`src/smem_config.svh`:
```
`ifndef SMEM_CONFIG_SVH
`define SMEM_CONFIG_SVH

// ------------------------------------------------------------
// batch geometry
// ------------------------------------------------------------

// reads per batch and width of a read number
`define SMEM_MAX_READ 16
`define SMEM_READ_NUM_WIDTH 4

// banking, top read number bits pick the bank
`define SMEM_BANKS 4
`define SMEM_BANK_SEL_WIDTH 2

// mem slots per read, local bank address covers 4 reads of 20 slots
`define SMEM_SLOTS 20
`define SMEM_BANK_ADDR_WIDTH 7

// mem count, return code and slot index
`define SMEM_SIZE_WIDTH 7

// one output beat
`define SMEM_OUT_WIDTH 512

`endif

```
`src/smem_pkg.sv`:
```
`include "smem_config.svh"

package smem_pkg;

	// ------------------------------------------------------------
	// datapath side
	// ------------------------------------------------------------

	// one seed match, 113 bits
	typedef struct packed {
		logic [6:0]  info_hi;
		logic [6:0]  info_lo;
		logic [32:0] x2;
		logic [32:0] x1;
		logic [32:0] x0;
	} mem_entry_t;

	// mem write from the datapath
	typedef struct packed {
		logic                            we;
		logic [`SMEM_READ_NUM_WIDTH-1:0] read_num;
		logic [`SMEM_SIZE_WIDTH-1:0]     slot;
		mem_entry_t                      entry;
	} mem_write_t;

	// per-read mem count and return code
	typedef struct packed {
		logic                            valid;
		logic [`SMEM_READ_NUM_WIDTH-1:0] read_num;
		logic [`SMEM_SIZE_WIDTH-1:0]     size;
		logic [`SMEM_SIZE_WIDTH-1:0]     ret;
	} size_report_t;

	// ------------------------------------------------------------
	// output side
	// ------------------------------------------------------------

	// streamer read request, local bank addresses
	typedef struct packed {
		logic [`SMEM_BANK_ADDR_WIDTH-1:0] addr_a;
		logic [`SMEM_BANK_ADDR_WIDTH-1:0] addr_b;
	} bank_rd_t;

	typedef enum logic [2:0] {
		HEADER,
		PAIRS,
		TAIL,
		GAP,
		FINISHED
	} stream_state_t;

endpackage

```
`src/smem_batch_tracker.sv`:
```
`timescale 1ns/1ps
`include "smem_config.svh"

module smem_batch_tracker (
	input  logic                            clk,
	input  logic                            reset_n,
	input  logic                            stall,
	input  smem_pkg::size_report_t          size_rep,
	input  logic [`SMEM_READ_NUM_WIDTH:0]   batch_size,
	input  logic [`SMEM_READ_NUM_WIDTH-1:0] rd_num,
	output logic [`SMEM_SIZE_WIDTH-1:0]     rd_size,
	output logic [`SMEM_SIZE_WIDTH-1:0]     rd_ret,
	output logic [`SMEM_READ_NUM_WIDTH:0]   done_counter,
	output logic                            output_request
);

	smem_pkg::size_report_t      rep_q;
	logic                        all_read_done;
	logic [`SMEM_SIZE_WIDTH-1:0] size_tab [`SMEM_MAX_READ];
	logic [`SMEM_SIZE_WIDTH-1:0] ret_tab  [`SMEM_MAX_READ];

	// report register
	always_ff @(posedge clk) begin
		if (!reset_n) begin
			rep_q <= '0;
		end else if (!stall) begin
			rep_q <= size_rep;
		end
	end

	// ------------------------------------------------------------
	// per-read tables
	// ------------------------------------------------------------

	always_ff @(posedge clk) begin
		if (!stall && rep_q.valid) begin
			size_tab[rep_q.read_num] <= rep_q.size;
			ret_tab[rep_q.read_num]  <= rep_q.ret;
		end
	end

	// streamer lookup
	assign rd_size = size_tab[rd_num];
	assign rd_ret  = ret_tab[rd_num];

	// ------------------------------------------------------------
	// done count and request
	// ------------------------------------------------------------

	always_ff @(posedge clk) begin
		if (!reset_n) begin
			done_counter   <= '0;
			all_read_done  <= 1'b0;
			output_request <= 1'b0;
		end else if (!stall) begin
			if (rep_q.valid) begin
				done_counter <= done_counter + 1'b1;
			end
			// empty batch never asks for output
			all_read_done  <= (done_counter == batch_size) && (batch_size != '0);
			output_request <= all_read_done;
		end
	end

	size_in_range: assert property (@(posedge clk) disable iff (!reset_n)
		size_rep.valid |-> size_rep.size <= `SMEM_SLOTS);

endmodule

```
`config.mk`:
```
export PLATFORM = sky130hd
export DESIGN_NAME = smem_batch_tracker
export DESIGN_NICKNAME = d
export VERILOG_FILES = /design/src/smem_pkg.sv /design/src/smem_batch_tracker.sv
export VERILOG_INCLUDE_DIRS = /design/src
export SDC_FILE = /design/constraint.sdc
export NUM_CORES = 1
export LEC_CHECK = 0
export BUFFER_PORTS_ARGS = -buffer_cell sky130_fd_sc_hd__buf_2
export CAP_MARGIN = 5
export CORE_MARGIN = 4
export CORE_UTILIZATION = 58
export CTS_BUF_LIST = sky130_fd_sc_hd__clkbuf_4 sky130_fd_sc_hd__clkbuf_8 sky130_fd_sc_hd__clkbuf_16
export DETAILED_ROUTE_END_ITERATION = 6
export PLACE_DENSITY_LB_ADDON = 0.3
export SYNTH_ARGS = -nofsm -noshare
export SYNTH_HDL_FRONTEND = slang
export SYNTH_SLANG_ARGS = --single-unit
```
`constraint.sdc`:
```
create_clock -name clk -period 3.4 [get_ports clk]
set_input_delay 0.68 -clock clk [delete_from_list [all_inputs] [get_ports clk]]
set_output_delay 0.68 -clock clk [all_outputs]
set_load 0.02 [all_outputs]
```
==> metrics <==
status finished clean; number of vias per cell 6.12; Initial Utilization 0.597; Static Leak 0.00364 uW; Slew Viols, Final 0; Yosys cell types 27; Final period util 0.841; Chip Width 136 um; Post-Synth Adder-Cell Area 0.00131; synthesis-stage register bit count 250; row cnt 46; clk buf depth 3; drt wl/cell 23.9 um; worst skew pair latency 0.51 ns; Worst Path Max Fanout 25; final wirelength 18600 um; IO buf count 50; number of I/O pins 51; initial antenna violation count 0; hold_buf cts 0; P per Cell Area 576 nW/um^2; largest net degree at the start of global routing 57; CP arrival 2.18 ns; post-CTS setup buffers 0; crit-path max cell delay 0.55 ns; worst endpoint required time 2.72 ns; most common cell after layout, fill and taps aside edfxtp_1; core box area 16000 um^2; Max-Cap Viols 0; CTS tree yes; final setup violating endpoints 0; die area 18600 um^2; # diodes 0; Synth Cell Area 9550 um^2; HP Class in2reg; commonest cells after routing, fill and taps aside 224 x edfxtp_1, 56 x mux4_2, 49 x buf_2, 28 x a22oi_1, 28 x buf_4; DRC violations left 0; setup_tns 0 ns; worst-margin pin slew 0.667 ns; Synth Area in XOR/XNOR 0.00734; Avg Cell Area, Syn 20.6 um^2; CP Cell Sequence buf_4 > buf_12 > mux4_2 > a22oi_1 > nand2_1 > buf_2; routed via count 4781; Tmin final 2.86 ns; Fillers 1026; Worst setup EP type output pin; vias in the first global route 5158; first-pass GRT wire length 29600 um; # nets final 579; crit path launch type primary input; critical path class in2out; Synthesized Nets 495; Final ANT Viol Nets 0; sequential cell area fraction in the yosys report 0.759; Peak VDD IR 419 uV; Hold Vio Cnt, Final 0; relative slew slack 0.555; initial DRC count 414; DP HPWL 11300 um; Synth Area in Simple Gates 0.0413; total CTS buffers 24; Clock Skews 0.00909 ns; mux cell area share after synthesis 0.154; Syn-to-layout area delta 15.5%; clk sinks 250; PostCTS Resize Cnt 0; Min Hold Slack 0.436 ns; share of cells above drive strength 1 0.322; CP max-delay cell mux4_2; gr ovfl total 0; Cells after Synth 463; register area 7250 um^2; Placer Congestion 0.747; first drt pass iteration count 5; Die H 136 um; area of the multi-input gates 2190 um^2; synth warn 0; fmax 350 MHz; unrepaired setup endpoints after global routing no; post-synthesis compound-gate area fraction 0.0235; gr usage total 0.214; Worst-path clk slew 0.06 ns; CTS H-tree depth 1; root buffer cell clkbuf_16; largest family of logic cells by synthesized area multiplexers
## routing by layer
metal	routed length, um	up-vias	part of all wire	track usage
li1	-	2062	-	-
met4	482	0	0.026	0.0677
met5	0	-	0	0
met2	9690	218	0.52	0.361
met1	7140	2458	0.38	0.286
met3	1320	43	0.071	0.0437
## Yosys cell counts
| cell type | count | area [um^2] |
|---|---|---|
| or3b_1 | 1 | 8.76 |
| nand4b_1 | 1 | 8.76 |
| nand2_1 | 16 | 60.1 |
| buf_6 | 4 | 45.0 |
| nor2_1 | 14 | 52.6 |
| mux2i_1 | 21 | 210 |
| xnor2_1 | 7 | 61.3 |
| nor2b_1 | 24 | 150 |
| and2_0 | 1 | 6.26 |
| buf_2 | 8 | 40.0 |
| nand3_1 | 2 | 10.0 |
| o2111ai_1 | 1 | 8.76 |
| nand3b_1 | 2 | 15.0 |
| buf_4 | 1 | 7.51 |
| dfxtp_1 | 26 | 521 |
| nand4_1 | 2 | 12.5 |
| nor4_1 | 1 | 6.26 |
| mux4_2 | 56 | 1260 |
| xor2_1 | 1 | 8.76 |
| nor3_1 | 4 | 20.0 |
| o21ai_1 | 1 | 5.00 |
| a22oi_1 | 28 | 210 |
| ha_1 | 1 | 12.5 |
| edfxtp_1 | 224 | 6730 |
| nand2b_1 | 3 | 18.8 |
| and2_1 | 4 | 25.0 |
| clkbuf_1 | 9 | 33.8 |
## metrics by stage
stage	instance area, um^2	setup WS, ns	power [uW]	util	std cells
floorplan	9550	0.476	3670	-	463
global placement	10200	0.548	3770	0.639	737
detailed placement	10200	0.520	3780	0.639	737
CTS	11000	0.515	6390	0.689	781
global route	11000	0.441	6570	0.689	781
finish	11000	0.540	6350	0.689	781
## cell type report
class,instances,area share
timing repair buffer,80,0.0468
tap,216,0.0245
sequential,250,0.657
clock inverter,12,0.00976
clock buffer,32,0.0627
multi-input combinational,191,0.199
## sequential cells by signal, summed over array words and instances, names as in the netlist
name and flops:
rep_q 19, output_request 1, all_read_done 1, ret_tab 112, size_tab 112, done_counter 5
## cells by family (layout without fill, tap and decap cells)
group           after synthesis  count (layout)
simple gates                 75              75
mux                          77              77
xor+xnor                      8               8
compound gates               30              30
buf+inv                      22             124
fa+ha+maj                     1               1
flops                       250             250
## critical path, delay by kind of cell
kind / cells / cell delay [ns]
buffers and inverters: 3 / 0.55
muxes: 1 / 0.55
AOI/OAI and AO/OA: 1 / 0.26
and+or+nand+nor: 1 / 0.11
## power breakdown
| group | internal [uW] | switching (uW) | total [uW] |
|---|---|---|---|
| combinational | 134 | 153 | 286 |
| clock | 1580 | 1050 | 2630 |
| sequential | 3370 | 57.3 | 3430 |
## path summary, 6_finish.rpt
check / startpoint / end / cells after the start / slack [ns]
max: rd_num[0] / rd_size[1] / 6 / 0.54
min: size_rep[16] / rep_q[16] / 3 / 0.44
max reg2reg: rep_q[18] / size_tab[8][1] / 4 / 1.63
min reg2reg: all_read_done / all_read_done / 2 / 0.47
No activity file was read; power rests on OpenSTA's default activity.
