==> src/smem_config.svh <==
`ifndef SMEM_CONFIG_SVH
`define SMEM_CONFIG_SVH

// ------------------------------------------------------------
// batch geometry
// ------------------------------------------------------------

// reads per batch and width of a read number
`define SMEM_MAX_READ 16
`define SMEM_READ_NUM_WIDTH 4

// banking, top read number bits pick the bank
`define SMEM_BANKS 4
`define SMEM_BANK_SEL_WIDTH 2

// mem slots per read, local bank address covers 4 reads of 20 slots
`define SMEM_SLOTS 20
`define SMEM_BANK_ADDR_WIDTH 7

// mem count, return code and slot index
`define SMEM_SIZE_WIDTH 7

// one output beat
`define SMEM_OUT_WIDTH 512

`endif

==> src/smem_pkg.sv <==
`include "smem_config.svh"

package smem_pkg;

	// ------------------------------------------------------------
	// datapath side
	// ------------------------------------------------------------

	// one seed match, 113 bits
	typedef struct packed {
		logic [6:0]  info_hi;
		logic [6:0]  info_lo;
		logic [32:0] x2;
		logic [32:0] x1;
		logic [32:0] x0;
	} mem_entry_t;

	// mem write from the datapath
	typedef struct packed {
		logic                            we;
		logic [`SMEM_READ_NUM_WIDTH-1:0] read_num;
		logic [`SMEM_SIZE_WIDTH-1:0]     slot;
		mem_entry_t                      entry;
	} mem_write_t;

	// per-read mem count and return code
	typedef struct packed {
		logic                            valid;
		logic [`SMEM_READ_NUM_WIDTH-1:0] read_num;
		logic [`SMEM_SIZE_WIDTH-1:0]     size;
		logic [`SMEM_SIZE_WIDTH-1:0]     ret;
	} size_report_t;

	// ------------------------------------------------------------
	// output side
	// ------------------------------------------------------------

	// streamer read request, local bank addresses
	typedef struct packed {
		logic [`SMEM_BANK_ADDR_WIDTH-1:0] addr_a;
		logic [`SMEM_BANK_ADDR_WIDTH-1:0] addr_b;
	} bank_rd_t;

	typedef enum logic [2:0] {
		HEADER,
		PAIRS,
		TAIL,
		GAP,
		FINISHED
	} stream_state_t;

endpackage

==> src/smem_write_router.sv <==
`timescale 1ns/1ps
`include "smem_config.svh"

module smem_write_router (
	input  logic                             clk,
	input  logic                             reset_n,
	input  logic                             stall,
	input  smem_pkg::mem_write_t             mem_wr,
	input  smem_pkg::bank_rd_t               rd,
	output logic [`SMEM_BANKS-1:0]           bank_we,
	output logic [`SMEM_BANK_ADDR_WIDTH-1:0] addr_a,
	output smem_pkg::mem_entry_t             wdata,
	output logic [`SMEM_BANK_ADDR_WIDTH-1:0] addr_b
);

	// read number bits that index inside a bank
	localparam int LOW_W = `SMEM_READ_NUM_WIDTH - `SMEM_BANK_SEL_WIDTH;

	logic [`SMEM_BANK_ADDR_WIDTH-1:0] wr_addr;
	logic [`SMEM_BANK_ADDR_WIDTH-1:0] addr_mux;

	logic                             we_q;
	logic [`SMEM_BANK_SEL_WIDTH-1:0]  bank_q;
	logic [`SMEM_BANK_ADDR_WIDTH-1:0] addr_a_q;
	logic [`SMEM_BANK_ADDR_WIDTH-1:0] addr_b_q;
	smem_pkg::mem_entry_t             entry_q;

	assign wr_addr = `SMEM_BANK_ADDR_WIDTH'(mem_wr.read_num[LOW_W-1:0] * `SMEM_SLOTS + mem_wr.slot);

	// a write takes port A over the streamer
	assign addr_mux = mem_wr.we ? wr_addr : rd.addr_a;

	// ------------------------------------------------------------
	// stage one
	// ------------------------------------------------------------

	always_ff @(posedge clk) begin
		if (!reset_n) begin
			we_q <= 1'b0;
		end else if (!stall) begin
			we_q <= mem_wr.we;
		end
	end

	always_ff @(posedge clk) begin
		if (!stall) begin
			bank_q   <= mem_wr.read_num[`SMEM_READ_NUM_WIDTH-1 -: `SMEM_BANK_SEL_WIDTH];
			addr_a_q <= addr_mux;
			addr_b_q <= rd.addr_b;
			entry_q  <= mem_wr.entry;
		end
	end

	// ------------------------------------------------------------
	// stage two, bank decode
	// ------------------------------------------------------------

	always_ff @(posedge clk) begin
		if (!reset_n) begin
			bank_we <= '0;
		end else if (!stall) begin
			bank_we <= we_q ? (`SMEM_BANKS'(1) << bank_q) : '0;
		end
	end

	// shared by all banks, only the enable is per bank
	always_ff @(posedge clk) begin
		if (!stall) begin
			addr_a <= addr_a_q;
			addr_b <= addr_b_q;
			wdata  <= entry_q;
		end
	end

	// slot past the end would land in the next read's region
	slot_in_range: assert property (@(posedge clk) disable iff (!reset_n)
		mem_wr.we |-> mem_wr.slot < `SMEM_SLOTS);

endmodule

==> config.mk <==
export PLATFORM = sky130hd
export DESIGN_NAME = smem_write_router
export DESIGN_NICKNAME = d
export VERILOG_FILES = /design/src/smem_pkg.sv /design/src/smem_write_router.sv
export VERILOG_INCLUDE_DIRS = /design/src
export SDC_FILE = /design/constraint.sdc
export NUM_CORES = 1
export LEC_CHECK = 0
export BUFFER_PORTS_ARGS = -buffer_cell sky130_fd_sc_hd__clkbuf_2
export CAP_MARGIN = 20
export CORE_MARGIN = 2
export CORE_UTILIZATION = 30
export CTS_CLUSTER_DIAMETER = 150
export CTS_CLUSTER_SIZE = 28
export DETAILED_ROUTE_END_ITERATION = 12
export PLACE_DENSITY = 0.63
export SLEW_MARGIN = 20
export SYNTH_ARGS = -nofsm -noshare
export SYNTH_HDL_FRONTEND = slang
export SYNTH_SLANG_ARGS = --single-unit
==> constraint.sdc <==
create_clock -name clk -period 7.5 [get_ports clk]
set_input_delay 0.75 -clock clk [delete_from_list [all_inputs] [get_ports clk]]
set_output_delay 0.75 -clock clk [all_outputs]
set_load 0.01 [all_outputs]
==> impl_metrics.env <==
export IMPL_fp_dieW_um=168.9
export IMPL_clock_latency_ns=0.48
export IMPL_min_period_ns=2.337
export IMPL_min_from="entry_q[9]"
export IMPL_syn_area_per_cell_um2=26.32
export IMPL_max_cap_viol_count=0
export IMPL_syn_cell_area_um2=8159
export IMPL_clock_path_buffers=3
export IMPL_io_buffers=272
export IMPL_synthCells=310
export IMPL_worstPathRequired_ns=7.60
export IMPL_ios=273
export IMPL_rows=60
export IMPL_hold_viol_final=0
export IMPL_layout_drive_gt1_share_pct=49.08
export IMPL_finalSetupViolCount=0
export IMPL_nets=744
export IMPL_ys_ff_latch=261
export IMPL_power_leakage_nw=4.005
export IMPL_cts_tree="yes"
export IMPL_grt_pass1_vias=3762
export IMPL_ff2ff_path_depth=3
export IMPL_synth_top_cell_area_share_pct=94.22
export IMPL_die_area_um2=28530
export IMPL_max_freq_ghz=0.4279
export IMPL_ctsHoldBuffers=0
export IMPL_dpl_cell_area_um2=9955
export IMPL_cts_buffers=13
export IMPL_path_max_fanout=99
export IMPL_die_h_um=168.9
export IMPL_vias=3807
export IMPL_yosys_warnings=0
export IMPL_synth_xor_area_share_pct=0.1073
export IMPL_stdcell_count=940
export IMPL_synth_top_area_cell="edfxtp_1"
export IMPL_max_slew_worst_pin_slew_ns=1.042
export IMPL_cp_arrival_ns=2.44
export IMPL_rsz0062_at_grt="no"
export IMPL_start_util_pct=30.44
export IMPL_ys_seq_area_share_pct=95.45
export IMPL_remaining_drc_errors=0
export IMPL_r2r_setup_slack_ns=6.58
export IMPL_drt_total_wl_um=15040
export IMPL_hold_path_class="flip-flop to flip-flop"
export IMPL_peakVddDrop_v=0.0001428
export IMPL_cts_root_buf="clkbuf_16"
export IMPL_post_cts_resize_count=0
export IMPL_finalCritPeriodShare_pct=31.16
export IMPL_yosysUniqueCellTypes=26
export IMPL_fin_setup_tns_ns=0
export IMPL_via_per_inst=4.050
export IMPL_synth_net_count=457
export IMPL_wl_per_cell_um=16.00
export IMPL_power_density_nw_per_um2=259.0
export IMPL_yosys_area_share_adder_pct=0.8588
export IMPL_dpl_hpwl_um=10560
export IMPL_synth_top_family_by_area="simple AND/OR/NAND/NOR gates"
export IMPL_slew_violations=0
export IMPL_maxSlewHeadroom_pct=30.56
export IMPL_grt_overflow_total=0
export IMPL_outcome="completed"
export IMPL_hold_depth=0
export IMPL_finClkSkew_ns=0.02682
export IMPL_place_congestion=0.7324
export IMPL_syn2layout_area_growth_pct=26.38
export IMPL_coreArea_um2=26800
export IMPL_fin_area_um2=10310
export IMPL_ant_nets=0
export IMPL_r2r_end="bank_we[3]"
export IMPL_ctsHtreeMaxLevel=1
export IMPL_reg2reg_from="bank_q[1]"
export IMPL_dr_pass1_iters=4
export IMPL_post_cts_buffers=0
export IMPL_finalPower_mw=2.670
export IMPL_grt_pass1_wl_um=21350
export IMPL_grt_usage_pct=9.909
export IMPL_synth_simple_area_share_pct=1.656
export IMPL_antenna_found_initial=1
export IMPL_post_route_util_pct=38.47
export IMPL_cp_start_kind="primary input"
export IMPL_drt_iter0_drc=313
export IMPL_clk_pin_slew_ns=0.11
export IMPL_antenna_cells=0
export IMPL_grt_max_degree=100
export IMPL_synthMuxAreaShare_pct=0.6747
export IMPL_placedCellCount=923
export IMPL_end_kind="flip-flop"
export IMPL_synthTopCellsByArea="edfxtp_1 (94%), dfxtp_1 (1.2%), nor2b_1 (0.69%), ha_1 (0.61%), mux2_2 (0.55%)"
export IMPL_setup_worst_path_class="primary input to flip-flop"
export IMPL_cts_sinks=261
export IMPL_hold_path_end="wdata[9]"
export IMPL_synth_compound_area_share_pct=0.8434
==> kinds of logic after synthesis <==
| kind of cell | count (synthesis) |
|---|---|
| compound gates | 9 |
| fa+ha+maj | 5 |
| xor+xnor | 1 |
| flops | 261 |
| mux | 5 |
| buf+inv | 7 |
| simple gates | 22 |
==> synth_stat cells <==
cell type  instances
nor2b_1            9
and2b_4            1
inv_1              5
edfxtp_1         256
and4b_1            1
nand3b_1           1
a21oi_1            2
fa_1               1
mux2i_1            1
a311oi_1           1
or4_1              1
or3_1              1
mux2_2             4
clkbuf_1           1
o311ai_1           1
ha_1               4
dfxtp_1            5
o32ai_1            1
nor2_1             3
nor3_1             1
a32oi_1            2
nor4bb_1           1
nand2_1            3
buf_6              1
a22oi_1            2
xnor2_1            1
==> worst max-delay path by stage <==
| stage | from | endpoint | slack, ns | depth (start not counted) |
|---|---|---|---|---|
| 3_3_place_gp | stall | wdata[92] | 4.65 | 3 |
| 6_report | stall | wdata[92] | 5.16 | 3 |
| 2_1_floorplan | stall | addr_a[0] | 1.04 | 2 |
| 4_1_cts | stall | wdata[92] | 5.15 | 3 |
| 3_5_place_dp | stall | wdata[92] | 4.63 | 3 |
| 5_1_grt | stall | wdata[92] | 5.01 | 3 |
==> placed cells by master, fill, tap and decap left out, types with 3 or more instances in the layout <==
cell type	instances
nand2_1	3
clkbuf_1	3
edfxtp_1	256
nor2_1	3
nor2b_1	9
mux2_2	4
clkbuf_2	272
dfxtp_1	5
clkbuf_16	13
inv_1	4
ha_1	4
==> sequential cells by signal, summed over array words and instances, names as in the netlist <==
register  flops
addr_b        7
addr_b_q      7
we_q          1
entry_q     113
addr_a_q      7
wdata       113
bank_we       4
addr_a        7
bank_q        2
==> per-stage QoR <==
step / hold WS [ns] / setup WS, ns
global route: 0.3923 / 5.006
CTS: 0.3979 / 5.154
detailed placement: 0.4045 / 4.626
finish: 0.4001 / 5.163
floorplan: 0.4003 / 1.040
global placement: 0.4002 / 4.653
==> layer usage <==
metal	routed length (µm)	vias up	track usage [%]
li1	-	1805	-
met1	5812	1815	11.87
met2	7302	164	16.52
met3	1563	21	4.092
met4	347	2	2.736
met5	13	-	0
==> report_power, final <==
group	internal, mW	leakage (nW)	total, mW	switching [mW]
clock	0.328	0.174	0.762	0.435
sequential	1.73	2.55	1.75	0.0267
combinational	0.0646	1.29	0.156	0.0914
==> area by class of cell <==
type,instances,area (µm²)
clock buffer,16,336.6
clock inverter,1,20.02
fill,2470,16490
inverter,5,26.28
multi-input combinational,42,337.8
sequential,261,7787
tap,341,426.7
timing repair buffer,274,1376
==> worst max-delay path, stage by stage <==
cell and delay (ns):
clkbuf_2 0.19, inv_8 0.52, buf_4 0.91
Note: power is estimated with default switching activity, not from simulation.
