--- config.mk ---
export PLATFORM = sky130hd
export DESIGN_NAME = smem_output_streamer
export DESIGN_NICKNAME = d
export VERILOG_FILES = /design/src/smem_pkg.sv /design/src/smem_output_streamer.sv
export VERILOG_INCLUDE_DIRS = /design/src
export SDC_FILE = /design/constraint.sdc
export NUM_CORES = 1
export LEC_CHECK = 0
export BUFFER_PORTS_ARGS = -buffer_cell sky130_fd_sc_hd__buf_4
export CORE_AREA = 2 2 571 573
export CTS_BUF_LIST = sky130_fd_sc_hd__clkbuf_4 sky130_fd_sc_hd__clkbuf_8
export DETAILED_ROUTE_END_ITERATION = 12
export DIE_AREA = 0 0 573 575
export HOLD_SLACK_MARGIN = 0.12
export PLACE_DENSITY_LB_ADDON = 0.25
export SLEW_MARGIN = 30
export SYNTH_ARGS = -nofsm -noshare
export SYNTH_HDL_FRONTEND = slang
export SYNTH_SLANG_ARGS = --single-unit
--- constraint.sdc ---
create_clock -name clk -period 14.5 [get_ports clk]
set_input_delay 1.45 -clock clk [delete_from_list [all_inputs] [get_ports clk]]
set_output_delay 1.45 -clock clk [all_outputs]
set_load 0.005 [all_outputs]
--- src/smem_config.svh ---
`ifndef SMEM_CONFIG_SVH
`define SMEM_CONFIG_SVH

// ------------------------------------------------------------
// batch geometry
// ------------------------------------------------------------

// reads per batch and width of a read number
`define SMEM_MAX_READ 16
`define SMEM_READ_NUM_WIDTH 4

// banking, top read number bits pick the bank
`define SMEM_BANKS 4
`define SMEM_BANK_SEL_WIDTH 2

// mem slots per read, local bank address covers 4 reads of 20 slots
`define SMEM_SLOTS 20
`define SMEM_BANK_ADDR_WIDTH 7

// mem count, return code and slot index
`define SMEM_SIZE_WIDTH 7

// one output beat
`define SMEM_OUT_WIDTH 512

`endif

--- src/smem_pkg.sv ---
`include "smem_config.svh"

package smem_pkg;

	// ------------------------------------------------------------
	// datapath side
	// ------------------------------------------------------------

	// one seed match, 113 bits
	typedef struct packed {
		logic [6:0]  info_hi;
		logic [6:0]  info_lo;
		logic [32:0] x2;
		logic [32:0] x1;
		logic [32:0] x0;
	} mem_entry_t;

	// mem write from the datapath
	typedef struct packed {
		logic                            we;
		logic [`SMEM_READ_NUM_WIDTH-1:0] read_num;
		logic [`SMEM_SIZE_WIDTH-1:0]     slot;
		mem_entry_t                      entry;
	} mem_write_t;

	// per-read mem count and return code
	typedef struct packed {
		logic                            valid;
		logic [`SMEM_READ_NUM_WIDTH-1:0] read_num;
		logic [`SMEM_SIZE_WIDTH-1:0]     size;
		logic [`SMEM_SIZE_WIDTH-1:0]     ret;
	} size_report_t;

	// ------------------------------------------------------------
	// output side
	// ------------------------------------------------------------

	// streamer read request, local bank addresses
	typedef struct packed {
		logic [`SMEM_BANK_ADDR_WIDTH-1:0] addr_a;
		logic [`SMEM_BANK_ADDR_WIDTH-1:0] addr_b;
	} bank_rd_t;

	typedef enum logic [2:0] {
		HEADER,
		PAIRS,
		TAIL,
		GAP,
		FINISHED
	} stream_state_t;

endpackage

--- src/smem_output_streamer.sv ---
`timescale 1ns/1ps
`include "smem_config.svh"

module smem_output_streamer (
	input  logic                            clk,
	input  logic                            reset_n,
	input  logic                            stall,
	input  logic                            output_permit,
	input  logic [`SMEM_READ_NUM_WIDTH:0]   batch_size,
	input  logic [`SMEM_SIZE_WIDTH-1:0]     rd_size,
	input  logic [`SMEM_SIZE_WIDTH-1:0]     rd_ret,
	output logic [`SMEM_READ_NUM_WIDTH-1:0] rd_num,
	output smem_pkg::bank_rd_t              rd,
	input  smem_pkg::mem_entry_t            q_a [`SMEM_BANKS],
	input  smem_pkg::mem_entry_t            q_b [`SMEM_BANKS],
	output logic [`SMEM_OUT_WIDTH-1:0]      output_data,
	output logic                            output_valid,
	output logic                            output_finish
);

	localparam int LOW_W  = `SMEM_READ_NUM_WIDTH - `SMEM_BANK_SEL_WIDTH;
	localparam int HALF_W = `SMEM_OUT_WIDTH / 2;
	// router 2 + bank 1 cycles, then bank select
	localparam int DEPTH  = 4;

	// what one state step hands down the pipe
	typedef struct packed {
		logic                            valid;
		logic                            finish;
		smem_pkg::stream_state_t         state;
		logic [`SMEM_READ_NUM_WIDTH-1:0] read_num;
		logic [`SMEM_SIZE_WIDTH-1:0]     size;
		logic [`SMEM_SIZE_WIDTH-1:0]     ret;
	} step_t;

	smem_pkg::stream_state_t          state;
	smem_pkg::stream_state_t          state_next;
	logic [`SMEM_READ_NUM_WIDTH-1:0]  read_ptr;
	logic [`SMEM_SIZE_WIDTH-1:0]      slot;
	logic [`SMEM_SIZE_WIDTH-1:0]      slot_next;
	logic [`SMEM_BANK_ADDR_WIDTH-1:0] base_addr;
	logic                             last_read;
	step_t                            step_cur;
	step_t                            pipe [1:DEPTH];
	smem_pkg::mem_entry_t             sel_a;
	smem_pkg::mem_entry_t             sel_b;
	logic [`SMEM_OUT_WIDTH-1:0]       word;

	// entry layout inside a 256-bit half
	function automatic logic [HALF_W-1:0] pack_half(smem_pkg::mem_entry_t e);
		logic [HALF_W-1:0] h;
		h = '0;
		h[230:224] = e.info_hi;
		h[198:192] = e.info_lo;
		h[160:128] = e.x2;
		h[96:64]   = e.x1;
		h[32:0]    = e.x0;
		return h;
	endfunction

	// ------------------------------------------------------------
	// read walk FSM
	// ------------------------------------------------------------

	assign rd_num    = read_ptr;
	assign base_addr = `SMEM_BANK_ADDR_WIDTH'(read_ptr[LOW_W-1:0] * `SMEM_SLOTS);
	assign last_read = ({1'b0, read_ptr} + 1'b1) == batch_size;

	always_comb begin
		state_next = state;
		slot_next  = slot;
		rd.addr_a  = base_addr + slot;
		rd.addr_b  = base_addr + slot;
		case (state)
			smem_pkg::HEADER: begin
				slot_next = '0;
				if (rd_size == '0) begin
					state_next = smem_pkg::GAP;
				end else if (rd_size == `SMEM_SIZE_WIDTH'(1)) begin
					state_next = smem_pkg::TAIL;
				end else begin
					state_next = smem_pkg::PAIRS;
				end
			end
			smem_pkg::PAIRS: begin
				rd.addr_b = base_addr + slot + 1'b1;
				slot_next = slot + 2'd2;
				if (slot_next == rd_size) begin
					state_next = smem_pkg::GAP;
				end else if (slot_next + 1'b1 == rd_size) begin
					state_next = smem_pkg::TAIL;
				end else begin
					state_next = smem_pkg::PAIRS;
				end
			end
			smem_pkg::TAIL: begin
				state_next = smem_pkg::GAP;
			end
			smem_pkg::GAP: begin
				state_next = last_read ? smem_pkg::FINISHED : smem_pkg::HEADER;
			end
			default: begin
				state_next = state;
			end
		endcase
	end

	// holds in place without permit
	always_ff @(posedge clk) begin
		if (!reset_n) begin
			state    <= smem_pkg::HEADER;
			read_ptr <= '0;
			slot     <= '0;
		end else if (!stall && output_permit) begin
			state <= state_next;
			slot  <= slot_next;
			if (state == smem_pkg::GAP) begin
				read_ptr <= read_ptr + 1'b1;
			end
		end
	end

	// ------------------------------------------------------------
	// step pipeline
	// ------------------------------------------------------------

	// no permit means a bubble
	always_comb begin
		step_cur.valid    = output_permit && (state == smem_pkg::HEADER ||
			state == smem_pkg::PAIRS || state == smem_pkg::TAIL);
		step_cur.finish   = state == smem_pkg::FINISHED;
		step_cur.state    = state;
		step_cur.read_num = read_ptr;
		step_cur.size     = rd_size;
		step_cur.ret      = rd_ret;
	end

	always_ff @(posedge clk) begin
		if (!reset_n) begin
			for (int i = 1; i <= DEPTH; i++) begin
				pipe[i] <= '0;
			end
		end else if (!stall) begin
			pipe[1] <= step_cur;
			for (int i = 2; i <= DEPTH; i++) begin
				pipe[i] <= pipe[i-1];
			end
		end
	end

	// bank data lines up with stage 3
	always_ff @(posedge clk) begin
		if (!stall) begin
			sel_a <= q_a[pipe[DEPTH-1].read_num[`SMEM_READ_NUM_WIDTH-1 -: `SMEM_BANK_SEL_WIDTH]];
			sel_b <= q_b[pipe[DEPTH-1].read_num[`SMEM_READ_NUM_WIDTH-1 -: `SMEM_BANK_SEL_WIDTH]];
		end
	end

	// ------------------------------------------------------------
	// word format
	// ------------------------------------------------------------

	always_comb begin
		word = '0;
		case (pipe[DEPTH].state)
			smem_pkg::HEADER: begin
				word[9:0]     = 10'(pipe[DEPTH].read_num);
				word[70:64]   = pipe[DEPTH].size;
				word[135:128] = 8'(pipe[DEPTH].ret);
			end
			smem_pkg::PAIRS: begin
				word = {pack_half(sel_b), pack_half(sel_a)};
			end
			smem_pkg::TAIL: begin
				// odd count, high half stays zero
				word[HALF_W-1:0] = pack_half(sel_a);
			end
			default: begin
				word = '0;
			end
		endcase
	end

	always_ff @(posedge clk) begin
		if (!reset_n) begin
			output_valid  <= 1'b0;
			output_finish <= 1'b0;
		end else if (!stall) begin
			output_valid  <= pipe[DEPTH].valid;
			output_finish <= pipe[DEPTH].finish;
		end
	end

	always_ff @(posedge clk) begin
		if (!stall) begin
			output_data <= word;
		end
	end

	// a size rewritten mid-read would walk past the last mem
	slot_below_size: assert property (@(posedge clk) disable iff (!reset_n)
		(state == smem_pkg::PAIRS || state == smem_pkg::TAIL) |-> slot < rd_size);

endmodule

==> metrics <==
worst slew pin tran 1.02 ns; Top FF cell, synth edfxtp_1; Post-synth EDFFs 544; FF+latch count, synth 559; RSZ-0062 raised after global routing no; register share of total power 0.447; Slew Limit Fails 0; layout cells sized above 1 0.552; wire per inst 26.8 µm; pre-CTS setup slack 9.64 ns; Vias per Instance 2.74; clk buf depth 4; Design Area, Final 42600 µm²; htree depth 3; most frequent cells in the layout buf_4 (1191), edfxtp_1 (544), and2_1 (303); setup_tns 0 ns; syn avg cell area 16.9 µm²; Reg area 16600 µm²; Ports 1459; largest net degree at the start of global routing 96; Tcrit/Tclk final 0.301; count of input and output buffers 1171; Worst EP required 13.05 ns; Max-slew headroom 0.320; hpwl dp 165000 µm; Post-CTS Setup Repair Bufs 0; first-pass GRT wire length 239000 µm; status finished clean; Final nets 3763; number of global-route vias before repair 19500; Skew-Pair Late Insertion Delay 0.97 ns; async set-reset flop share out of synthesis 0; clock transition at the registers of the reported paths 0.06 ns; Num CTS Buffers 124; most common cell after layout, fill and taps aside buf_4; TritonCTS clock tree built; internal power 3220 µW; pwr/cell area 103 nW/µm²; max_cap viols 0; gpl congestion 0.947; DP Area 40200 µm²; Area Growth Syn to Fin 56.5%; final setup fails 0; worst-path maximum fanout 9; CP Launch Type flip-flop; Initial DRC Count 1366; Ys Warns 0; cts repair resizes 0; final WL 195000 µm; NetSw 1180 µW; leak pwr 0.0162 µW; Initial Util 0.0843; hold_buf cts 0; logic gate share of total power 0.145; chip height 575 µm; core area 323000 µm²; Critical Path Sink Type output port; register-to-register path setup slack 11.05 ns; Peak supply drop 0.0575 mV; Pre-antenna DRT Iters 5; GRT overflow 0; clock share of power 0.408; Hold Fails Final Rpt 0; row count 209; Post-Syn Area 27200 µm²; CTS Root Cell clkbuf_8; Die W 573 µm; initial antenna violation count 180; DRC viols 0; Tot Pwr 4400 µW; area taken by multi-input logic gates 9080 µm²; Post-DRT Antenna Nets 0; Switching Share 0.267; Layout Skew 0.0932 ns; Final WS setup 10.14 ns; via count 19900; post-synthesis sequential area ratio 0.611; WS Path Type flip-flop to output port; Min-Delay Path Class flip-flop to flip-flop; Die ar. 329000 µm²; GRT Overall Usage 0.114; Critical Path AT 2.91 ns; library cells used by synthesis 47; clock sink count 559; Syn Inst Count 1608; minimum clock period 4.36 ns; fill cell count 36500; fmax 0.229 GHz
==> area by class of cell <==
type                    instances  share of cell area
diodes                         34             0.00200
clock buffers                 159              0.0469
clock inverters                57             0.00910
inverters                       3            0.000440
multi-input cells             944               0.213
flip-flops and latches        559               0.390
well taps                    4325               0.127
repair buffers               1196               0.211
==> logic make-up after synthesis <==
| kind of cell | share of synthesized area |
|---|---|
| buffers and inverters | 0.0968 |
| other | 0.000138 |
| AO/OA/AOI/OAI | 0.0123 |
| flip-flops | 0.611 |
| multiplexers | 0.188 |
| XOR/XNOR | 0.00707 |
| adder cells (fa/ha/maj) | 0.00395 |
| AND/OR/NAND/NOR | 0.0808 |
==> synth_stat cells (all sizes together) (4+ instances only) <==
| library cell | instances | area (µm²) |
|---|---|---|
| buf | 327 | 2400 |
| nor3 | 4 | 25.0 |
| and2 | 303 | 1900 |
| xnor2 | 13 | 114 |
| clkbuf | 61 | 229 |
| a22o | 18 | 158 |
| edfxtp | 544 | 16300 |
| nand3 | 5 | 25.0 |
| mux4 | 226 | 5090 |
| ha | 7 | 87.6 |
| nor2b | 8 | 50.1 |
| nor2 | 5 | 18.8 |
| xor2 | 9 | 78.8 |
| nor3b | 4 | 41.3 |
| a21o | 4 | 30.0 |
| dfxtp | 15 | 300 |
| o21ai | 6 | 30.0 |
| a21oi | 6 | 30.0 |
| nand2 | 7 | 26.3 |
==> critical path, cell delays in order (launching register included) <==
cell	delay, ns
dfxtp_1	0.43
ha_1	0.29
fa_1	0.44
a21o_1	0.18
a21oi_1	0.24
xnor2_1	0.25
buf_4	0.19
==> power by group through the flow <==
stage | clock network, µW | registers, µW | logic (µW)
floorplan | 0 | 2000 | 289
global placement | 0 | 2010 | 651
detailed placement | 0 | 2000 | 655
CTS | 1900 | 1970 | 657
global route | 1950 | 1980 | 683
finish | 1800 | 1970 | 637
==> through the flow <==
step	instances	utilization	hold WS [ns]
finish	7277	0.132	0.439
global route	7248	0.132	0.474
CTS	7243	0.132	0.422
detailed placement	7027	0.124	0.501
global placement	7026	0.124	0.499
floorplan	1894	-	0.475
==> per-layer routing <==
layer	vias to the layer above	share of wire	track usage
li1	8086	-	-
met1	9993	0.41	0.141
met2	1438	0.45	0.181
met3	333	0.11	0.0526
met4	82	0.018	0.0199
met5	-	0.0027	0
==> sequential cells by signal (all words and copies together) (netlist names) <==
signal / flops
output_finish: 1
output_valid: 1
slot: 6
sel_a: 113
pipe: 92
rd_num: 4
state: 3
output_data: 226
sel_b: 113
==> final timing paths <==
kind | start | endpoint | cells after the start
worst max-delay path | rd_num[0] | rd[13] | 6
worst min-delay path | sel_a[65] | output_data[96] | 1
worst max register to register | pipe[0][86] | sel_a[110] | 4
worst min register to register | sel_a[65] | output_data[96] | 1
Note: power is estimated with default switching activity, not from simulation.
